## src/verilog/octavo_pkg.sv

```systemverilog
// Octavo barrel processor shared definitions
// Widths, instruction field layout, mapped I/O addresses and opcodes
package octavo_pkg;

    parameter int WORD_WIDTH      = 16;
    parameter int ADDR_WIDTH      = 8;
    parameter int THREAD_COUNT    = 4;
    parameter int THREAD_ID_WIDTH = 2;
    parameter int IMEM_ADDR_WIDTH = 6;
    // Instruction words owned by each thread
    parameter int THREAD_SPAN     = 16;
    parameter int OPCODE_WIDTH    = 4;

    // Opcode, D, A, B from the top bits down
    parameter int INSTR_WIDTH = OPCODE_WIDTH + 3 * ADDR_WIDTH;
    parameter int OPCODE_LSB  = 3 * ADDR_WIDTH;
    parameter int D_LSB       = 2 * ADDR_WIDTH;
    parameter int A_LSB       = ADDR_WIDTH;
    parameter int B_LSB       = 0;

    parameter logic [7:0] A_IO_READ_ADDR = 8'hF0;
    parameter logic [7:0] B_IO_READ_ADDR = 8'hF0;
    parameter logic [7:0] IO_WRITE_ADDR  = 8'hF8;

    // Unlisted codes behave as no-ops
    typedef enum logic [OPCODE_WIDTH-1:0] {
        ADD    = 4'd0,
        SUB    = 4'd1,
        AND    = 4'd2,
        OR     = 4'd3,
        XOR    = 4'd4,
        PASS_A = 4'd5,
        JMP    = 4'd6,
        JZ     = 4'd7
    } opcode_t;

endpackage

```

## src/verilog/alu.sv

```systemverilog
// Execute and writeback stages
// Aligns the instruction with its operands, computes the result or branch,
// and registers the writeback to memory, I/O and the PC file
`timescale 1ns/1ps

module alu import octavo_pkg::*; #(
    parameter int WORD_WIDTH = octavo_pkg::WORD_WIDTH,
    parameter int ADDR_WIDTH = octavo_pkg::ADDR_WIDTH
) (
    input  logic                       clock,
    input  logic                       rst,
    input  logic [INSTR_WIDTH-1:0]     instr,
    input  logic [THREAD_ID_WIDTH-1:0] instr_thread_id,
    input  logic                       instr_valid,
    input  logic [WORD_WIDTH-1:0]      a_operand,
    input  logic [WORD_WIDTH-1:0]      b_operand,
    output logic [THREAD_ID_WIDTH-1:0] wb_thread_id,
    output logic                       wb_valid,
    output logic                       branch_taken,
    output logic [IMEM_ADDR_WIDTH-1:0] branch_target,
    output logic                       mem_wr_en,
    output logic [ADDR_WIDTH-1:0]      wr_addr,
    output logic [WORD_WIDTH-1:0]      wr_data,
    output logic                       a_io_wren,
    output logic [WORD_WIDTH-1:0]      a_io_out
);

    opcode_t                    ex_opcode;
    logic [ADDR_WIDTH-1:0]      ex_d;
    logic [THREAD_ID_WIDTH-1:0] ex_thread_id;
    logic                       ex_valid;
    logic [WORD_WIDTH-1:0]      result;
    logic                       do_write;
    logic                       do_branch;

    // Fields wait one cycle for the registered operands
    always_ff @(posedge clock) begin
        ex_opcode    <= opcode_t'(instr[OPCODE_LSB +: OPCODE_WIDTH]);
        ex_d         <= instr[D_LSB +: ADDR_WIDTH];
        ex_thread_id <= instr_thread_id;
    end

    always_comb begin
        case (ex_opcode)
            ADD:     result = a_operand + b_operand;
            SUB:     result = a_operand - b_operand;
            AND:     result = a_operand & b_operand;
            OR:      result = a_operand | b_operand;
            XOR:     result = a_operand ^ b_operand;
            default: result = a_operand;
        endcase
    end

    assign do_write  = ex_opcode inside {ADD, SUB, AND, OR, XOR, PASS_A};
    assign do_branch = (ex_opcode == JMP) || (ex_opcode == JZ && a_operand == '0);

    always_ff @(posedge clock) begin
        wb_thread_id  <= ex_thread_id;
        branch_target <= ex_d[IMEM_ADDR_WIDTH-1:0];
        wr_addr       <= ex_d;
        wr_data       <= result;
    end

    always_ff @(posedge clock) begin
        if (rst) begin
            ex_valid     <= 1'b0;
            wb_valid     <= 1'b0;
            branch_taken <= 1'b0;
            mem_wr_en    <= 1'b0;
            a_io_wren    <= 1'b0;
        end else begin
            ex_valid     <= instr_valid;
            wb_valid     <= ex_valid;
            branch_taken <= ex_valid && do_branch;
            mem_wr_en    <= ex_valid && do_write;
            a_io_wren    <= ex_valid && do_write && (ex_d == ADDR_WIDTH'(IO_WRITE_ADDR));
        end
    end

    // The I/O write port shares the writeback data path
    assign a_io_out = wr_data;

    a_io_write_is_mem_write: assert property (@(posedge clock) disable iff (rst)
        a_io_wren |-> mem_wr_en)
        else $error("I/O write without a memory write");

endmodule

```

## config.mk

```make
export PLATFORM = sky130hd
export DESIGN_NAME = alu
export DESIGN_NICKNAME = d
export VERILOG_FILES = /design/src/verilog/octavo_pkg.sv /design/src/verilog/alu.sv
export SDC_FILE = /design/constraint.sdc
export NUM_CORES = 1
export LEC_CHECK = 0
export ABC_AREA = 1
export BUFFER_PORTS_ARGS = -buffer_cell sky130_fd_sc_hd__buf_2
export CORE_UTILIZATION = 51
export DETAILED_ROUTE_END_ITERATION = 10
export PLACE_DENSITY = 0.81
export SETUP_SLACK_MARGIN = 0.5
export SLEW_MARGIN = 20
export SYNTH_ARGS = -nofsm -noshare
export SYNTH_HDL_FRONTEND = slang
export SYNTH_SLANG_ARGS = --single-unit
```

## constraint.sdc

```tcl
create_clock -name clock -period 3.2 [get_ports clock]
set_input_delay 0.32 -clock clock [delete_from_list [all_inputs] [get_ports clock]]
set_output_delay 0.32 -clock clock [all_outputs]
set_load 0.01 [all_outputs]
```

# After elaboration in Yosys (flattened, before gate mapping)
# Index checks and enable logic that the tools add are counted.
# op_classes
add_sub_neg,2
reduce_logical,8
bitwise_logic,3
eq_ne,8
n_mux,1
# ops
operator,count
$pmux W16 S5,1
$add A16 B16 Y16,1
$and A16 B16 Y16,1
$eq A4 B3 Y1 const B,4
$logic_not A16 Y1,1
$or A16 B16 Y16,1
$sub A16 B16 Y16,1
$xor A16 B16 Y16,1
$eq A4 B2 Y1 const B,2
$eq A8 B8 Y1 const B,1
$reduce_bool A6 Y1,1
$eq A4 B1 Y1 const B,1
$logic_and A1 B1 Y1,4
$logic_not A4 Y1,1
$logic_or A1 B1 Y1,1
# word_totals
word_cells,34
out_inout_bits,52
ff_bits,51

# Longest topological paths before layout
# Gate-level depths: netlist (run 1).
# depth
word_depth,4
mapped_depth,23
depth_no_buf,23

# Worst setup path after synthesis (run 1)
# OpenSTA, ideal clock, no wires.
# synth_timing
path_kind,input-to-reg
startpoint,in b_operand[0]
endpoint,"reg wr_data[15], in the netlist a_io_out[15]"
arrival_time_ps,2306
stages,21
slack_ps,775
setup_time_ps,119
cell_sequence,inv_1 > ha_1 > inv_1 > nor3_2 > nand3_1 > nor2_2 > nand3_2 > nand2_2 > xor2_1 > inv_1 > ha_1 > a21oi_1 > nand2_1 > nand2_1 > nand2_1 > inv_1 > nand2_1 > inv_1 > nand2_1 > nand3_1 > a21oi_2
# synth_between
elab_chain_cells,2
elab_cells_between_ends,3
cone_classes,2 x add/sub; 1 x mux
# synth_lines
item,line_no,rtl
"start, declared",alu.sv:16,"input logic [WORD_WIDTH-1:0] b_operand,"
$sub A16 B16 Y16 / $add A16 B16 Y16 (equally long branches),"alu.sv:46, alu.sv:45",
$pmux W16 S5 *,alu.sv:44,case (ex_opcode)
net result[15],alu.sv:32,logic [WORD_WIDTH-1:0] result;
"end signal, assigned",alu.sv:61,wr_data <= result;
"end, declared",alu.sv:23,"output logic [WORD_WIDTH-1:0] wr_data,"
# The timed path passes the listed nets; every way through them passes the cells marked *.
# A chain may end at the register's enable or synchronous reset.

# Final worst setup path (run 1)
# Same ends and word-level chain as after synthesis.

==> summary.txt, run 1 <==
DR WL/cell -> 13.65 um
reg2reg end -> a_io_out[7]
most common cell after layout, fill and taps aside -> nand2_1
asr flop ratio synth -> 0%
CP Class -> in -> reg
status -> complete, but fails checks
Tot GR Track Use -> 25.28%
final hold violations -> 0
slack of the worst reg-to-reg path -> 0.70 ns
maximum vdd ir drop -> 0.0002123 V
Critical Path RT -> 3.44 ns
Yosys top cell by area -> dfxtp_1
final setup vio count -> 0
wl on met1 -> 3.911 mm
max-slew violations -> 0
# H-tree levels -> 2
n_diodes -> 0
hold path startpoint -> instr[27]
fin worst setup slack -> 0.5989 ns
RSZ-0062 raised after global routing -> yes
initial drt markers -> 188
DIE WIDTH -> 84.27 um
Fin Setup TNS -> 0 ns
first-pass GRT wire length -> 14.20 mm
Setup WS pre-CTS -> 0.2575 ns
most frequent cells in the layout -> nand2_1 (107), buf_2 (100), inv_1 (77), ha_1 (45), dfxtp_1 (45)
flop and latch count out of synthesis -> 45
clock skew -> 0.007151 ns
Worst setup SP type -> primary input
yosys synthesis warning count -> 0
Hold Path Sink -> ex_opcode[3]
syn_nets -> 599
top cells by area, synth -> dfxtp_1 (26%), ha_1 (17%), nand2_1 (12%)
Pleak -> 2.260 nW
Hold Crit Depth -> 1
row cnt -> 29
hold crit path type -> in -> reg
f_max -> 384.5 MHz
Routed WL -> 8.816 mm
Tightest Pin Transition -> 0.7503 ns
port bufs -> 100
Inserted Clock Buffers -> 5
Core Area -> 6459 um^2
Post-Synthesis Cells -> 485
num ports -> 117
CP endpoint kind -> flop
antenna-violating nets left -> 0
CTS tree -> yes
drt first pass iters -> 9
via count -> 3321
DR vias/cell -> 5.141
RePlAce Congestion -> 0.9376
Starting Density -> 53.45%
DIE AREA -> 7101 um^2
DP Area -> 3844 um^2
clock sinks -> 45
Final Instance Area -> 4100 um^2
Syn Area/Cell -> 7.118 um^2
GR Overflow Total -> 0
Final nets -> 682
vias in the first global route -> 3072
violated checks -> design-rule violations
initial antenna violation count -> 0
Synth top area share -> 26.10%
fin crit share -> 81.28%
Reg-to-Reg Start -> ex_opcode[2]
Worst Setup SP -> b_operand[0]
Die Y -> 84.27 um
worst skew pair latency -> 0.30 ns
hpwl dp -> 6.959 mm
hold_buf cts -> 0
clock tree buffer depth -> 2
fin util -> 63.48%
PwrDens -> 380.8 nW/um^2
DRC viols -> 27
Mapped Area -> 3452 um^2
CTS root buf -> clkbuf_8
WL met2 -> 4.158 mm
Worst-path clk slew -> 0.09 ns
Seq/Total Area, Yosys -> 26.10%
Post-synth EDFFs -> 0
worst r2r path cells -> 17
uppermost layer routed -> met4
met3 wire length -> 547 um
Area Growth Syn to Fin -> 18.77%
Max-cap violations -> 0
CP max FO -> 3
Worst EP arrival -> 2.84 ns
Unique masters post-synth -> 38
min Tclk post-route -> 2.601 ns
Slew Limit Headroom -> 49.84%
share of layout cells above drive strength 1 -> 27.24%
Synth Flop Type -> dfxtp_1
largest net degree at the start of global routing -> 18
[power by group]
| part | total (mW) | internal [mW] | switching [mW] |
|---|---|---|---|
| clock network | 0.445 | 0.239 | 0.206 |
| registers | 0.622 | 0.602 | 0.0199 |
| logic | 0.495 | 0.192 | 0.302 |
[critical path, stage by stage]
cell	delay, ns
buf_2	0.13
inv_4	0.08
ha_4	0.12
inv_1	0.05
nor3_2	0.21
nand3_2	0.15
nor2_4	0.18
nand3_2	0.11
nand2_2	0.11
o21ai_2	0.07
xor2_1	0.14
ha_1	0.34
a21o_1	0.20
nor2_1	0.12
nand2_1	0.07
inv_1	0.06
nand2_2	0.05
nand2_1	0.08
nand3_2	0.09
a21oi_2	0.14
[layer usage]
metal / track usage [%] / up-vias
li1: - / 1689
met1: 31.83 / 1495
met2: 44.26 / 120
met3: 3.540 / 17
met4: 8.621 / 0
met5: 0 / -
[timing repair]
action,4_1_cts,5_1_grt
setup buffers,0,3
pin swaps,0,10
setup endpoints to repair,3,10
gates resized for setup,1,31
cloned,0,0
[layout make-up]
cell class	instances	area, um^2
inverter	84	320.3
fill	599	2359
tap	77	96.34
timing repair buffer	104	530.5
clock inverter	3	50.05
clock buffer	5	68.82
multi-input combinational	328	2133
sequential	45	900.9
[worst max path at each step]
stage                         to  cells after the start
floorplan           a_io_out[15]                     21
CTS                  a_io_out[7]                     16
global route        a_io_out[15]                     24
global placement    a_io_out[15]                     22
finish              a_io_out[15]                     20
detailed placement  a_io_out[15]                     22
[per-stage QoR]
step	hold slack [ns]	instances	total power, mW
floorplan	0.3096	485	0.9611
global placement	0.3122	635	1.081
detailed placement	0.3210	635	1.094
CTS	0.09763	643	1.539
global route	0.09790	646	1.657
finish	0.1062	646	1.561
[synth_stat cells, types with 2 or more instances]
cell type,number
o2111ai_1,3
o21ai_2,3
xor2_1,15
nand2_2,3
nand3b_1,4
buf_4,24
nand2_1,113
buf_6,2
nor3_1,3
inv_2,3
ha_1,48
nor2_4,2
a21oi_1,19
inv_1,80
a21oi_2,2
and3_1,2
nor4_1,4
nand4_1,12
nor2_1,31
nand3_1,23
dfxtp_1,45
o21ai_0,15
nor2_2,2
buf_2,2
o21ai_1,12
[logic make-up after synthesis]
family,after synthesis,synth area share [%]
simple gates,205,26.82
buf+inv,112,15.37
compound gates,59,9.932
fa+ha+maj,49,17.98
flops,45,26.10
xor+xnor,15,3.806
[state kept, by name (all words and copies together) (netlist names)]
register,cells
ex_thread_id,2
wb_valid,1
ex_valid,1
wr_addr,8
mem_wr_en,1
ex_d,8
a_io_wren,1
ex_opcode,4
branch_taken,1
wb_thread_id,2
a_io_out,16
(Power assumes the default switching activity.)
==> run 2, diff against run 1 <==
--- a/config.mk
+++ b/config.mk
@@ -5,7 +5,7 @@
 export SDC_FILE = /design/constraint.sdc
 export NUM_CORES = 1
 export LEC_CHECK = 0
-export ABC_AREA = 1
+export ABC_AREA = 0
 export BUFFER_PORTS_ARGS = -buffer_cell sky130_fd_sc_hd__buf_2
 export CORE_UTILIZATION = 51
 export DETAILED_ROUTE_END_ITERATION = 10
==> constraint.sdc (replaced) <==
create_clock -name clock -period 2.45 [get_ports clock]
set_input_delay 0.245 -clock clock [delete_from_list [all_inputs] [get_ports clock]]
set_output_delay 0.245 -clock clock [all_outputs]
set_load 0.01 [all_outputs]
==> summary.txt, run 2 <==
Inserted Clock Buffers -> 5 (unchanged)
max-slew violations -> 0 (unchanged)
Reg-to-Reg Start -> ex_opcode[1]
Worst Setup SP -> ex_opcode[1]
largest family of logic cells by synthesized area -> simple AND/OR/NAND/NOR gates
DR vias/cell -> 5.845 (+14%)
clock sinks -> 45 (unchanged)
final setup vio count -> 11 (+11)
worst hold slack -> 0.03188 ns (-0.07432 ns)
CP Class -> reg -> reg
worst r2r path cells -> 12 (-5)
Starting Density -> 53.95% (+0.50 points)
Max-cap violations -> 0 (unchanged)
n_diodes -> 0 (unchanged)
first-pass GRT wire length -> 16.27 mm (+15%)
share of layout cells above drive strength 1 -> 43.81% (+17 points)
Mapped Area -> 3485 um^2 (+0.94%)
Tot GR Track Use -> 28.91% (+3.6 points)
largest net degree at the start of global routing -> 34 (+16)
RSZ-0062 raised after global routing -> yes
violated checks -> design-rule violations, negative setup slack
complex-gate fraction of the synthesized area -> 18.17% (+8.2 points)
antenna-violating nets left -> 0 (unchanged)
hpwl dp -> 7.734 mm (+11%)
clock skew -> 0.01809 ns (+0.01094 ns)
worst-path cell chain -> nor3_4, nand2_4, nand2_4, o21ai_4, fa_2, and2b_2, o211ai_1, buf_4, a21oi_4, a21oi_2, or4b_1, nand3b_1
worst skew pair latency -> 0.31 ns (about the same)
count leader, synth -> ha_1
most common cell after layout, fill and taps aside -> buf_2
simple-gate share of the synthesized area -> 18.74% (-8.1 points)
Pleak -> 2.381 nW (+5.3%)
Routed WL -> 10.71 mm (+22%)
Hold Crit Depth -> 1 (unchanged)
max FFs per register -> 16 (unchanged)
CP endpoint kind -> flop
Final Instance Area -> 4807 um^2 (+17%)
port bufs -> 100 (unchanged)
drt first pass iters -> 11 (+2)
Tightest Pin Transition -> 0.6296 ns (-0.1208 ns)
DIE AREA -> 7167 um^2 (+0.93%)
Yosys top cell by area -> dfxtp_1
CTS root buf -> clkbuf_8
Seq/Total Area, Yosys -> 25.85% (-0.24 points)
PwrDens -> 469.3 nW/um^2 (+23%)
multiplexer share of the synthesized area -> 1.759% (+1.8 points)
Crit path top cell by count -> nand2_4
reg2reg end -> a_io_out[8]
maximum vdd ir drop -> 0.0002625 V (+24%)
most frequent cells in the layout -> buf_2 (100), buf_4 (67), ha_1 (45), dfxtp_1 (42), inv_1 (38)
clock tree buffer depth -> 2 (unchanged)
hold_buf cts -> 0 (unchanged)
RePlAce Congestion -> 1.009 (+7.6%)
fin worst setup slack -> -0.3123 ns (-0.9112 ns)
Synth Area in XOR/XNOR -> 6.032% (+2.2 points)
hold path startpoint -> instr[27]
Slew Limit Headroom -> 58.03% (+8.2 points)
Worst-path clk slew -> 0.10 ns (about the same)
Syn Area/Cell -> 8.499 um^2 (+19%)
CTS tree -> yes
Core Area -> 6459 um^2 (unchanged)
num ports -> 117 (unchanged)
Worst EP arrival -> 3.02 ns (+0.18 ns)
row cnt -> 29 (unchanged)
initial antenna violation count -> 0 (unchanged)
DRC viols -> 8 (-70%)
slack of the worst reg-to-reg path -> -0.31 ns (-1.01 ns)
vias in the first global route -> 3417 (+11%)
DR WL/cell -> 16.90 um (+24%)
asr flop ratio synth -> 0% (unchanged)
Largest stage delay, worst path -> 0.51 ns (+0.17 ns)
CP max stage cell -> or4b_1
top cells by area, synth -> dfxtp_1 (26%), ha_1 (17%), buf_4 (5.0%)
Worst setup SP type -> flop
Post-Synthesis Cells -> 410 (-15%)
DIE WIDTH -> 84.66 um (+0.46%)
DP Area -> 4322 um^2 (+12%)
Synth top area share -> 25.85% (-0.24 points)
Synth Flop Type -> dfxtp_1
Post-Synth Adder-Cell Area -> 17.81% (-0.17 points)
Unique masters post-synth -> 61 (+61%)
via count -> 3706 (+12%)
syn_nets -> 524 (-13%)
Hold Path Sink -> ex_opcode[3]
hold crit path type -> in -> reg
Post-synth EDFFs -> 0 (unchanged)
f_max -> 362.0 MHz
CP max FO -> 8 (+5)
fin crit share -> 112.7%
Area Growth Syn to Fin -> 37.95%
# H-tree levels -> 2 (unchanged)
Final nets -> 670 (-1.8%)
Die Y -> 84.66 um (+0.46%)
min Tclk post-route -> 2.762 ns
yosys synthesis warning count -> 0 (unchanged)
initial drt markers -> 360 (+91%)
status -> complete, but fails checks
synth cell count leaders -> ha_1 (48), dfxtp_1 (45), inv_1 (38)
final hold violations -> 0 (unchanged)
flop and latch count out of synthesis -> 45 (unchanged)
Critical Path RT -> 2.71 ns (-0.73 ns)
GR Overflow Total -> 0 (unchanged)
-- run 2: changes by cell type after synthesis, sizes merged, moves of 6 or more --
cell	before	now
o21ai	30	22
nand3	24	7
xor2	15	5
nand2	116	26
xnor2	0	19
nand4	12	4
nor2	36	28
nor2b	0	9
o22ai	0	6
a21oi	21	33
inv	84	38
-- run 2: stage by stage --
stage	power [mW]	std cells	util, %	setup TNS, ns	worst slack, ns
floorplan	1.333	410	-	-0.3806	-0.1110
global placement	1.606	612	66.91	-2.373	-0.3985
detailed placement	1.628	612	66.91	-2.945	-0.5150
CTS	2.150	624	71.00	-1.591	-0.2530
global route	2.365	634	74.43	-3.600	-0.4091
finish	2.256	634	74.43	-2.486	-0.3123
-- run 2: area by class of cell --
class                      count  area [um^2]
timing repair buffer         175         1094
multi-input combinational    291         2475
tap                           77        96.34
inverter                      38        142.6
fill                         450         1652
clock inverter                 3        21.27
clock buffer                   5        68.82
sequential                    45        909.6
-- run 2: report_power, final --
group	internal, mW	switching (mW)
clock	0.203	0.280
combinational	0.456	0.502
sequential	0.788	0.0272
-- run 2: how the worst max path moves through the flow --
stage / endpoint / slack, ns / cells after the start
floorplan: a_io_out[10] / -0.11 / 11
global placement: a_io_out[13] / -0.40 / 12
detailed placement: a_io_out[13] / -0.51 / 12
CTS: a_io_out[8] / -0.25 / 12
global route: a_io_out[13] / -0.41 / 13
finish: a_io_out[8] / -0.31 / 12
-- run 2: routing by layer --
metal / vias up / GRT usage, % / wire [um]
met3: 46 / 4.130 / 903
li1: 1718 / - / -
met4: 0 / 10.48 / 376
met5: - / 0 / 0
met2: 223 / 51.07 / 5042
met1: 1719 / 35.73 / 4391
-- run 2: critical path: cells and delay by family (launching register included) --
family | cells | cell delay (ns)
adder cells (fa/ha/maj) | 1 | 0.35
AO/OA/AOI/OAI | 4 | 0.45
buffers and inverters | 1 | 0.19
AND/OR/NAND/NOR | 6 | 1.33
flip-flops | 1 | 0.38
-- run 2: kinds of logic (layout without fill, tap and decap cells) --
family / count (synthesis) / after routing
AO/OA/AOI/OAI: 99 / 99
XOR/XNOR: 24 / 24
adder cells (fa/ha/maj): 49 / 49
buffers and inverters: 74 / 221
flip-flops: 45 / 45
multiplexers: 6 / 6
AND/OR/NAND/NOR: 113 / 113
-- run 2: timing repair --
item | in CTS | in global routing
gates resized for setup | 32 | 31
setup buffers | 4 | 10
endpoints found under the setup margin | 13 | 14
gates cloned | 0 | 0
pin swaps | 17 | 22
