==> src/verilog/octavo_pkg.sv <==
// Octavo barrel processor shared definitions
// Widths, instruction field layout, mapped I/O addresses and opcodes
package octavo_pkg;

    parameter int WORD_WIDTH      = 16;
    parameter int ADDR_WIDTH      = 8;
    parameter int THREAD_COUNT    = 4;
    parameter int THREAD_ID_WIDTH = 2;
    parameter int IMEM_ADDR_WIDTH = 6;
    // Instruction words owned by each thread
    parameter int THREAD_SPAN     = 16;
    parameter int OPCODE_WIDTH    = 4;

    // Opcode, D, A, B from the top bits down
    parameter int INSTR_WIDTH = OPCODE_WIDTH + 3 * ADDR_WIDTH;
    parameter int OPCODE_LSB  = 3 * ADDR_WIDTH;
    parameter int D_LSB       = 2 * ADDR_WIDTH;
    parameter int A_LSB       = ADDR_WIDTH;
    parameter int B_LSB       = 0;

    parameter logic [7:0] A_IO_READ_ADDR = 8'hF0;
    parameter logic [7:0] B_IO_READ_ADDR = 8'hF0;
    parameter logic [7:0] IO_WRITE_ADDR  = 8'hF8;

    // Unlisted codes behave as no-ops
    typedef enum logic [OPCODE_WIDTH-1:0] {
        ADD    = 4'd0,
        SUB    = 4'd1,
        AND    = 4'd2,
        OR     = 4'd3,
        XOR    = 4'd4,
        PASS_A = 4'd5,
        JMP    = 4'd6,
        JZ     = 4'd7
    } opcode_t;

endpackage

==> src/verilog/pc_file.sv <==
// Per-thread program counters
// Supplies the fetch address for the issuing thread and takes
// next-PC updates from writeback
`timescale 1ns/1ps

module pc_file import octavo_pkg::*; #(
    parameter int THREAD_COUNT = octavo_pkg::THREAD_COUNT
) (
    input  logic                       clock,
    input  logic                       rst,
    input  logic [THREAD_ID_WIDTH-1:0] thread_id,
    input  logic                       issue_valid,
    input  logic [THREAD_ID_WIDTH-1:0] wb_thread_id,
    input  logic                       wb_valid,
    input  logic                       branch_taken,
    input  logic [IMEM_ADDR_WIDTH-1:0] branch_target,
    output logic [IMEM_ADDR_WIDTH-1:0] fetch_addr,
    output logic [THREAD_ID_WIDTH-1:0] fetch_thread_id,
    output logic                       fetch_valid
);

    logic [IMEM_ADDR_WIDTH-1:0] pc [THREAD_COUNT];

    assign fetch_addr      = pc[thread_id];
    assign fetch_thread_id = thread_id;
    assign fetch_valid     = issue_valid;

    // Writeback lands one cycle before the same thread fetches again
    always_ff @(posedge clock) begin
        if (rst) begin
            for (int t = 0; t < THREAD_COUNT; t++) begin
                pc[t] <= IMEM_ADDR_WIDTH'(t * THREAD_SPAN);
            end
        end else if (wb_valid) begin
            if (branch_taken) begin
                pc[wb_thread_id] <= branch_target;
            end else begin
                pc[wb_thread_id] <= pc[wb_thread_id] + 1'b1;
            end
        end
    end

endmodule

==> config.mk <==
export PLATFORM = sky130hd
export DESIGN_NAME = pc_file
export DESIGN_NICKNAME = d
export VERILOG_FILES = /design/src/verilog/octavo_pkg.sv /design/src/verilog/pc_file.sv
export SDC_FILE = /design/constraint.sdc
export NUM_CORES = 1
export LEC_CHECK = 0
export ABC_AREA = 1
export BUFFER_PORTS_ARGS = -buffer_cell sky130_fd_sc_hd__clkbuf_2
export CAP_MARGIN = 20
export CORE_MARGIN = 5
export CORE_UTILIZATION = 55
export DETAILED_ROUTE_END_ITERATION = 7
export PLACE_DENSITY = 0.89
export REMOVE_ABC_BUFFERS = 1
export SYNTH_ARGS = -nofsm -noshare
export SYNTH_HDL_FRONTEND = slang
export SYNTH_SLANG_ARGS = --single-unit
export TNS_END_PERCENT = 30
==> constraint.sdc <==
create_clock -name clock -period 2.4 [get_ports clock]
set_input_delay 0.48 -clock clock [delete_from_list [all_inputs] [get_ports clock]]
set_output_delay 0.48 -clock clock [all_outputs]
set_load 0.01 [all_outputs]
* After elaboration in Yosys (flattened, before gate mapping)
Memory sizes are Yosys's and may differ from the RTL's. Cells that the tools add are included.
Operators by class: add/sub/neg operators 1, multiplexer cells 14, bitwise gates (word level) 1, reductions and logical operators 1
Operators by type and width (number):
- two-way mux 6 bit | 2
- two-way mux 1 bit | 11
- adder 6 x 1 -> 6 bit, second input constant | 1
- OR reduction 6 bit | 1
- two-way mux 2 bit | 1
- OR 1 bit | 1
Storage, ports and cells: bits in registers 0, RAM bits 24, input port bits 15, output and inout bits 9, logic and storage cells 18, memories 1
Memories:
- pc | words 4, width 6, read ports 2, clocked after memory_dff 0, write ports 4, line pc_file.sv:22 | logic [IMEM_ADDR_WIDTH-1:0] pc [THREAD_COUNT];

* Logic depth before layout (Yosys ltp)
Gate-level depths: netlist of run 1.
depth in word-level cells 7, depth in mapped cells 13, gate-level depth less buffers 11

* Worst setup path before layout of run 1
Ideal clock, no wire load.
kind input to register, start point input port wb_thread_id[0], end point memory pc[1][4], data pin, setup time 0.266 ns, arrival 1.552 ns, data required time 2.134 ns, slack 0.582 ns, stages 13, buffers on the path 2, cell sequence buf_6 inv_8 buf_8 nand2_1 nand3_2 nand2_4 inv_2 ha_1 nand3_1 nor2_1 nor2_1 nand2_1 nand4_1
RTL lines:
- from (decl) | line pc_file.sv:13 | input logic [THREAD_ID_WIDTH-1:0] wb_thread_id,
- to (decl) | line pc_file.sv:22

* Final worst setup path of run 1
start point input port thread_id[0], end point output port fetch_addr[4]
Between the ends: word-level cells in the longest chain between the ends 1
Ends and longest elaborated chain:
- from (decl) | line pc_file.sv:11 | input logic [THREAD_ID_WIDTH-1:0] thread_id,
- memory read (4 x 6 bit)
- to (decl) | line pc_file.sv:17 | output logic [IMEM_ADDR_WIDTH-1:0] fetch_addr,
No other way between the ends.

==> metrics.md, run 1 <==
| Metric | Value |
|---|---|
| Status | complete, no violations |
| Reg2Reg Setup Slack | 0.70 ns |
| Clock sink total | 24 |
| Area post-placement | 0.00170 mm^2 |
| Final Cycle Share | 84.8% |
| Remaining antenna violation count | 0 |
| Initial core utilization | 57.7% |
| Post-route cell area | 0.00172 mm^2 |
| IO Count | 24 |
| WP buf/inv | 3 |
| Layout Skew | 0.000768 ns |
| Nature of the critical path startpoint | input pin |
| GRT Residual Overflow | 0 |
| Yosys warns | 0 |
| Die Width | 63.8 um |
| # fillers | 250 |
| Worst VDD drop | 0.411 mV |
| Commonest cells after routing, fill and taps aside | 53 x nand2_1, 39 x nor2_1, 24 x edfxtp_1 |
| Final setup violation count | 0 |
| Setup tns final | 0 ns |
| Unrepaired setup endpoints after global routing | no |
| Max cap viols | 0 |
| Register bit count reported by yosys | 24 |
| Ratio of cells with drive above 1 in the final layout | 22.1% |
| CP cell instances | clkbuf_2, inv_1, o21ai_0, o22ai_1, clkbuf_2 |
| CP Class | input pin to primary output |
| Clock root buffer master | clkbuf_4 |
| Synth top area share | 45.3% |
| Slew Limit Fails | 0 |
| Crit Path Max Fanout | 14 |
| Worst skew pair latency | 0.32 ns |
| CP required | 1.92 ns |
| CTS buffer count | 3 |
| Worst EP arrival | 1.55 ns |
| Vias in the first global route | 1362 |
| Leakage Power | 0.000792 uW |
| Syn avg cell area | 7.95 um^2 |
| Power density of the placed cells | 506 mW/mm^2 |
| Slowest CP cell | inv_1 |
| Pwr Total | 873 uW |
| Worst Setup End Kind | primary output |
| Worst hold slack | 0.517 ns |
| Hold endpoint | pc[3][4] |
| Most common cell type on the critical path | clkbuf_2 |
| Endpoints failing hold | 0 |
| Core area | 0.00276 mm^2 |
| Post_cts resized | 0 |
| R2R Path End | pc[1][4] |
| Slew margin rel. | 66.6% |
| Seq/Total Area, Yosys | 45.3% |
| Place WS | 0.349 ns |
| Routed WL | 3900 um |
| Synth area leaders | edfxtp_1 45%, nand2_1 13%, nor2_1 9.2%, o21ai_0 4.4%, nand3_1 4.1% |
| CTS Buffer Depth | 2 |
| Tmin final | 2.03 ns |
| DPL Wire Length | 2970 um |
| Die Y | 63.8 um |
| Hold_buf cts | 0 |
| Via density | 5.71 |
| Nets | 239 |
| Max reg flops | 24 |
| Synth cell types | 27 |
| Register area | 721 um^2 |
| Post-CTS Setup Bufs | 0 |
| Hold Startpoint | branch_target[4] |
| Worst hold path type | input pin to register |
| Final GP Congestion | 0.990 |
| Biggest register | pc |
| Fmax | 492 MHz |
| Antenna diodes | 0 |
| DR WL/cell | 15.4 um |
| Synthesized area | 0.00159 mm^2 |
| Initial antenna violation count | 0 |
| Largest net degree at the start of global routing | 16 |
| Reg-to-Reg Start | pc[2][1] |
| Synth Instances | 200 |
| CTS tree | yes |
| Rows | 19 |
| Top cell type by total area after synthesis | edfxtp_1 |
| Initial DRT Pass Iterations | 5 |
| CTS clk-pin slew, worst paths | 0.13 ns |
| # DRC | 0 |
| First-pass GRT wire length | 6270 um |
| Hold depth | 3 |
| Initial DRC Count | 89 |
| Die area | 0.00407 mm^2 |
| Global-route usage over all layers | 19.6% |
| Largest registers | pc (24) |
| Worst setup margin | 0.366 ns |
| Worst setup path startpoint | thread_id[0] |
| Routed via count | 1445 |
| Crit path max-delay family | buffers and inverters |
| Critical path's largest stage delay | 0.33 ns |
| Area of the multi-input gates | 709 um^2 |
| Most common cell after layout, fill and taps aside | nand2_1 |
| Reg2Reg Depth | 9 |
| Deepest level of the CTS H-tree | 1 |
| IO buf count | 21 |
| Layout area overhead | 8.42% |
| Worst Tran Pin Value | 0.496 ns |
## routing by layer
layer | vias up | routed length, um | GRT usage [%]
met2 | 83 | 1940 | 33.5
met5 | - | 0 | 0
met3 | 16 | 319 | 2.80
met1 | 649 | 1530 | 25.4
met4 | 0 | 108 | 6.49
li1 | 697 | - | -
## final cells by class
type | instances | area share, %
flip-flops and latches | 24 | 41.8
multi-input cells | 148 | 41.1
repair buffers | 27 | 8.71
inverters | 19 | 4.57
well taps | 31 | 2.25
clock buffers | 3 | 1.31
clock inverters | 1 | 0.218
## cell families (layout without fill, tap and decap cells)
family          after synthesis  after routing  share of synthesized area (%)
buf+inv                      28             50                           10.1
fa+ha+maj                     1              1                          0.787
flops                        24             24                           45.3
simple gates                122            122                           34.9
xor+xnor                      1              1                          0.551
compound gates               24             24                           8.42
## synth_stat cells
master and instances:
xnor2_1 1, nand3_2 6, ha_1 1, or2_2 1, o22ai_1 6, edfxtp_1 24, clkbuf_1 2, clkbuf_8 1
nor2_1 39, o31ai_1 1, a21oi_1 2, nand3_1 13, nand2_4 2, nor2_4 1, nand2_1 53, nand2_2 5
buf_4 3, inv_8 1, o21ai_2 1, buf_8 1, nor2_2 1, nand4_1 1, buf_6 2, inv_2 1
o21ai_0 14, inv_1 16, clkinv_1 1
## metrics by stage
step | util, % | instances
floorplan | - | 191
global placement | 61.6 | 249
detailed placement | 61.6 | 249
CTS | 62.5 | 253
global route | 62.5 | 253
finish | 62.5 | 253
## report_power, final
| group | total (uW) | switching, uW | leakage [uW] | internal (uW) |
|---|---|---|---|---|
| Combinational | 188 | 123 | 0.000532 | 65.1 |
| Clock | 184 | 123 | 0.0000154 | 61.1 |
| Sequential | 500 | 14.7 | 0.000245 | 486 |
| Total | 873 | 261 | 0.000792 | 612 |
## how the worst max path moves through the flow
stage / endpoint / slack, ns / cells after the start
2_1_floorplan: pc[1][4] / 0.68 / 10
3_3_place_gp: pc[0][1] / 0.43 / 11
3_5_place_dp: pc[1][4] / 0.35 / 12
4_1_cts: fetch_addr[4] / 0.38 / 5
5_1_grt: fetch_addr[4] / 0.29 / 5
6_report: fetch_addr[4] / 0.37 / 5
## worst min-delay path: stages
cell and delay [ns]:
clkbuf_2 0.07, nand2_1 0.09, nand3_1 0.09
Power figures use the tool's default switching activity.
==> run 2, diff against run 1 <==
==> constraint.sdc (replaced) <==
create_clock -name clock -period 1.98 [get_ports clock]
set_input_delay 0.396 -clock clock [delete_from_list [all_inputs] [get_ports clock]]
set_output_delay 0.396 -clock clock [all_outputs]
set_load 0.01 [all_outputs]
==> run 2 against run 1 <==
  * Critical endpoint unchanged
  * Global-route usage increased by 0.70 points
  * Clock-buffer cell count unchanged
  * Clock skew increased by 0.0033 ns
  * First-iteration DRC count increased by 44%
  * Sequential cell count unchanged
  * Worst setup slack got worse by 0.014 ns
  * Non-clock buffer count increased by 5
  * Worst hold slack got worse by 0.086 ns
  * Critical path depth unchanged
  * Register-to-register slack got worse by 0.30 ns
==> metrics.md, run 2 (synthesis gave the netlist of run 1 again) <==
| Metric | Value |
|---|---|
| Status | complete, no violations |
| Tmin final | 1.63 ns |
| Worst hold path type | input pin to register |
| Deepest level of the CTS H-tree | 1 |
| Worst Setup End Kind | primary output |
| Util after Layout | 64.8% |
| Worst EP arrival | 1.23 ns |
| GRT met3 Usage | 4.73% |
| Die area | 0.00407 mm^2 |
| Worst skew pair latency | 0.33 ns |
| CP endpoint | fetch_addr[4] |
| Die Width | 63.8 um |
| Psw | 328 uW |
| Antenna diodes | 0 |
| Pwr Total | 1210 uW |
| Slew Limit Fails | 0 |
| # DRC | 0 |
| Via density | 5.75 |
| Biggest register | pc |
| R2R Path End | pc[0][1] |
| Commonest cells after routing, fill and taps aside | 53 x nand2_1, 39 x nor2_1, 24 x edfxtp_1 |
| Rows | 19 |
| Nature of the critical path startpoint | input pin |
| Initial DRT Pass Iterations | 5 |
| Ratio of cells with drive above 1 in the final layout | 24.2% |
| CTS tree | yes |
| Leakage Power | 0.000827 uW |
| Flop pwr share | 50.2% |
| Routed WL | 3960 um |
| Max cap viols | 0 |
| Routed via count | 1483 |
| Met1 Usage GRT | 25.3% |
| Nets | 244 |
| Crit Path Max Fanout | 12 |
| Grt peak-use layer | met2 |
| Largest registers | pc (24) |
| Final GP Congestion | 0.943 |
| Met2 Use GR | 33.6% |
| Post-CTS Setup Bufs | 0 |
| Clock share of power | 30.2% |
| Remaining antenna violation count | 0 |
| Layout Skew | 0.00410 ns |
| Fmax | 614 MHz |
| Global-route usage over all layers | 20.3% |
| GRT Residual Overflow | 0 |
| Reg2Reg Setup Slack | 0.40 ns |
| IO buf count | 21 |
| Unrepaired setup endpoints after global routing | no |
| Final setup violation count | 0 |
| Initial core utilization | 57.7% |
| Gate power share | 19.6% |
| Most common cell after layout, fill and taps aside | nand2_1 |
| Power density of the placed cells | 674 mW/mm^2 |
| Endpoints failing hold | 0 |
| Worst Tran Pin Value | 0.407 ns |
| CTS buffer count | 3 |
| IO Count | 24 |
| Internal power | 878 uW |
| Clock root buffer master | clkbuf_4 |
| Largest net degree at the start of global routing | 16 |
| Core area | 0.00276 mm^2 |
| Reg-to-Reg Start | pc[2][1] |
| Worst VDD drop | 0.493 mV |
| Layout area overhead | 12.4% |
| Clock sink total | 24 |
| Sw Share | 27.2% |
| Hold Startpoint | branch_target[4] |
| DPL Wire Length | 3030 um |
| Final Cycle Share | 82.2% |
| Worst setup path startpoint | thread_id[0] |
| Hold_buf cts | 0 |
| Hold depth | 3 |
| Max reg flops | 24 |
| First-pass GRT wire length | 6470 um |
| CP Class | input pin to primary output |
| Reg2Reg Depth | 9 |
| Setup tns final | 0 ns |
| Initial antenna violation count | 0 |
| DR WL/cell | 15.4 um |
| CTS clk-pin slew, worst paths | 0.13 ns |
| Initial DRC Count | 128 |
| CTS Buffer Depth | 2 |
| # fillers | 244 |
| CP required | 1.58 ns |
| Post_cts resized | 0 |
| Vias in the first global route | 1428 |
| Die Y | 63.8 um |
| Slew margin rel. | 72.6% |
-- run 2: area by class of cell --
cell class | count | area (um^2) | area share (%)
inverter | 19 | 78.8 | 4.41
clock inverter | 1 | 30.0 | 1.68
sequential | 24 | 721 | 40.3
clock buffer | 3 | 22.5 | 1.26
timing repair buffer | 32 | 188 | 10.5
tap | 31 | 38.8 | 2.17
multi-input combinational | 148 | 709 | 39.7
-- run 2: critical path, cell delays in order --
cell	delay [ns]
clkbuf_2	0.09
inv_1	0.28
o21ai_0	0.14
o22ai_1	0.16
clkbuf_2	0.17
-- run 2: metal layers --
layer	up-vias	routed length, um
met5	-	0
met4	0	78
met3	9	415
met2	89	1950
met1	676	1520
li1	709	-
-- run 2: power groups by stage --
| stage | logic [uW] | registers [uW] | clock network [uW] |
|---|---|---|---|
| 2_1_floorplan | 140 | 609 | 0 |
| 3_3_place_gp | 226 | 616 | 0 |
| 3_5_place_dp | 233 | 616 | 0 |
| 4_1_cts | 235 | 604 | 367 |
| 5_1_grt | 262 | 607 | 385 |
| 6_report | 236 | 605 | 365 |
-- run 2: per-stage QoR --
stage	hold slack, ns	worst slack (ns)	instances	instance area (um^2)
2_1_floorplan	0.561	0.348	191	1510
3_3_place_gp	0.763	0.109	254	1740
3_5_place_dp	0.767	0.0306	254	1740
4_1_cts	0.414	0.369	258	1790
5_1_grt	0.445	0.189	258	1790
6_report	0.430	0.351	258	1790
-- run 2: how the worst min path moves through the flow --
stage / to / slack (ns)
finish: pc[3][4] / 0.43
global route: pc[3][4] / 0.45
CTS: pc[3][4] / 0.41
detailed placement: pc[3][4] / 0.77
global placement: pc[3][4] / 0.76
floorplan: pc[1][4] / 0.56
==> run 3, diff against run 2 <==
--- a/config.mk
+++ b/config.mk
@@ -5,13 +5,13 @@
 export SDC_FILE = /design/constraint.sdc
 export NUM_CORES = 1
 export LEC_CHECK = 0
-export ABC_AREA = 1
+export ABC_AREA = 0
 export BUFFER_PORTS_ARGS = -buffer_cell sky130_fd_sc_hd__clkbuf_2
 export CAP_MARGIN = 20
 export CORE_MARGIN = 5
 export CORE_UTILIZATION = 55
 export DETAILED_ROUTE_END_ITERATION = 7
-export PLACE_DENSITY = 0.89
+export PLACE_DENSITY = 0.9
 export REMOVE_ABC_BUFFERS = 1
 export SYNTH_ARGS = -nofsm -noshare
 export SYNTH_HDL_FRONTEND = slang
==> constraint.sdc (replaced) <==
create_clock -name clock -period 1.6 [get_ports clock]
set_input_delay 0.32 -clock clock [delete_from_list [all_inputs] [get_ports clock]]
set_output_delay 0.32 -clock clock [all_outputs]
set_load 0.01 [all_outputs]
==> run 3 against run 2 <==
  * The run now ends with negative setup slack left
  * Non-clock buffer count increased by 14
  * Worst setup slack got worse by 0.66 ns
  * Wire length decreased by 11%
  * Sequential share of layout area decreased by 0.91 points
  * Critical path depth increased by 1
  * Area after synthesis decreased by 12%
  * Clock power increased by 22%
  * Sequential cell count unchanged
  * Cell area increased by 2.3%
  * Clock skew decreased by 0.00077 ns
  * First-iteration DRC count decreased by 45%
  * Critical endpoint is now pc[1][4]
  * Highest routed layer unchanged
==> metrics.md, run 3 <==
| Metric | Value |
|---|---|
| Crit Path Max Fanout | 3 |
| Seq/Total Area, Yosys | 51.4% |
| Post-route cell area | 0.00183 mm^2 |
| Most common cell after layout, fill and taps aside | edfxtp_1 |
| Unrepaired setup endpoints after global routing | yes |
| First-pass GRT wire length | 5550 um |
| Register area | 721 um^2 |
| Biggest register | pc |
| Ratio of cells with drive above 1 in the final layout | 54.1% |
| Reg2Reg Depth | 6 |
| Max reg flops | 24 |
| Largest registers | pc (24) |
| Status | finished with violations |
| CTS tree | yes |
| Adder-cell share of the synthesized area | 0.892% |
| Synth area leaders | edfxtp_1 51%, mux4_2 18%, nor2_1 5.4%, nand2b_1 2.2%, o41ai_4 2.0% |
| Reg-to-Reg Start | pc[3][1] |
| Tmin final | 1.91 ns |
| Nets | 165 |
| Global-route usage over all layers | 21.4% |
| Initial DRT Pass Iterations | 4 |
| IO buf count | 21 |
| Fmax | 525 MHz |
| Layout area overhead | 30.4% |
| Core area | 0.00245 mm^2 |
| Worst Setup End Kind | register |
| CP endpoint | pc[1][4] |
| Post-Synth Simple-Gate Area | 14.9% |
| Deepest level of the CTS H-tree | 1 |
| Synth top cells by count | 24 x edfxtp_1, 20 x nor2_1, 11 x mux4_2, 6 x nand2_1, 5 x nand2b_1 |
| Die area | 0.00366 mm^2 |
| CP required | 1.68 ns |
| Worst VDD drop | 0.922 mV |
| Area post-placement | 0.00165 mm^2 |
| Worst Tran Pin Value | 0.378 ns |
| CTS buffer count | 3 |
| XOR/XNOR Fraction of Synth Area | 1.87% |
| CP Class | register to register |
| Area of the multi-input gates | 703 um^2 |
| Register bit count reported by yosys | 24 |
| Clock root buffer master | clkbuf_4 |
| Initial antenna violation count | 0 |
| # DRC | 0 |
| Synth Instances | 106 |
| Antenna diodes | 0 |
| Most common cell in the netlist | edfxtp_1 |
| Worst skew pair latency | 0.32 ns |
| Max cap viols | 0 |
| Worst EP arrival | 1.99 ns |
| Initial DRC Count | 70 |
| Leakage Power | 0.000717 uW |
| Via density | 5.94 |
| Top FF cell, synth | edfxtp_1 |
| R2R Path End | pc[1][4] |
| Syn avg cell area | 13.2 um^2 |
| DPL Wire Length | 2530 um |
| Routed WL | 3530 um |
| Slew Limit Fails | 0 |
| Final Cycle Share | 119% |
| Worst setup path startpoint | pc[3][1] |
| Clock sink total | 24 |
| Final GP Congestion | 0.924 |
| Synth Area in Compound Gates | 6.07% |
| Synth cell types | 32 |
| DR WL/cell | 19.9 um |
| Die Y | 60.5 um |
| Largest net degree at the start of global routing | 15 |
| Endpoints failing hold | 0 |
| Routed via count | 1058 |
| Final setup violation count | 26 |
| CTS Buffer Depth | 2 |
| Remaining antenna violation count | 0 |
| Hold_buf cts | 0 |
| Largest family of logic cells by synthesized area | multiplexers |
| Vias in the first global route | 1077 |
| Failing checks | negative setup slack |
| Pwr Total | 1530 uW |
| Synthesized area | 0.00140 mm^2 |
| Synth top area share | 51.4% |
| Rows | 18 |
| CTS clk-pin slew, worst paths | 0.14 ns |
| Reg2Reg Setup Slack | -0.31 ns |
| Async SR Flop Fraction | 0% |
| Nature of the critical path startpoint | register |
| Die Width | 60.5 um |
| # fillers | 146 |
| IO Count | 24 |
| Worst hold path type | input pin to register |
| Mux share of post-synthesis cell area | 20.2% |
| Commonest cells after routing, fill and taps aside | 24 x edfxtp_1, 23 x buf_4, 20 x clkbuf_2 |
| Slew margin rel. | 74.8% |
| EDFF count, synth | 24 |
| Layout Skew | 0.00334 ns |
| Yosys warns | 0 |
| Initial core utilization | 57.1% |
| Worst setup margin | -0.305 ns |
| GRT Residual Overflow | 0 |
| Power density of the placed cells | 834 mW/mm^2 |
| Top cell type by total area after synthesis | edfxtp_1 |
run 3: changes by cell type in the layout (fill, tap and decap cells not counted), moves of 4 or more:
| cell | delta |
|---|---|
| o22ai_1 | -6 |
| o21ai_0 | -14 |
| nand2_1 | -48 |
| nand3_1 | -12 |
| nand2b_1 | +5 |
| nand3_2 | -4 |
| nand2_2 | -5 |
| mux4_2 | +12 |
| buf_4 | +12 |
| nor2_1 | -21 |
| inv_1 | -12 |
run 3: layout make-up:
class,count,area share [%]
Multi-Input combinational cell,70,38.4
Clock buffer,3,1.23
Timing Repair Buffer,46,16.4
Inverter,4,0.821
Sequential cell,24,39.4
Clock inverter,1,1.64
Tap cell,30,2.05
run 3: logic make-up after synthesis:
kind of cell	Yosys count
flip-flops	24
AND/OR/NAND/NOR	43
buffers and inverters	12
XOR/XNOR	3
multiplexers	13
adder cells (fa/ha/maj)	1
AO/OA/AOI/OAI	10
run 3: stage by stage:
| step | setup TNS (ns) | instances | worst slack, ns | utilization [%] | hold slack (ns) |
|---|---|---|---|---|---|
| 2_1_floorplan | -1.98 | 98 | -0.229 | - | 0.468 |
| 3_3_place_gp | -8.48 | 169 | -0.531 | 67.0 | 0.640 |
| 3_5_place_dp | -10.13 | 169 | -0.618 | 67.0 | 0.640 |
| 4_1_cts | -4.16 | 176 | -0.274 | 72.5 | 0.343 |
| 5_1_grt | -6.63 | 178 | -0.393 | 74.5 | 0.347 |
| 6_report | -4.90 | 178 | -0.305 | 74.5 | 0.341 |
run 3: worst max-delay path, stage by stage (launching register included):
cell,delay [ns]
edfxtp_1,0.42
mux4_2,0.54
ha_4,0.20
nand3_4,0.07
xor2_2,0.18
a21o_1,0.19
nand3_2,0.08
run 3: where the power goes:
group          leakage (uW)  internal (uW)  switching [uW]
Sequential         0.000239            725            14.9
Combinational      0.000450            170             169
Clock             0.0000279            253             193
Total              0.000717           1150             377
run 3: worst min path at each step:
stage	slack (ns)	to	startpoint	cells past startpoint
final	0.34	pc[3][4]	branch_target[4]	3
after global routing	0.35	pc[3][4]	branch_target[4]	3
after CTS	0.34	pc[3][5]	branch_target[5]	3
after detailed placement	0.64	fetch_valid	issue_valid	0
after global placement	0.64	fetch_valid	issue_valid	0
after floorplan	0.47	pc[1][4]	wb_thread_id[0]	1
run 3: layer usage:
layer	up-vias	wire length, um	global-route usage [%]
li1	478	-	-
met1	524	1260	27.6
met2	50	1950	38.9
met3	6	278	1.91
met4	0	44	5.88
met5	-	0	0
run 3: what timing repair did:
item	CTS	global route
hold endpoints to repair	0	0
endpoints found under the setup margin	29	29
pin swaps	14	5
buffers inserted	3	2
resized for setup	13	9
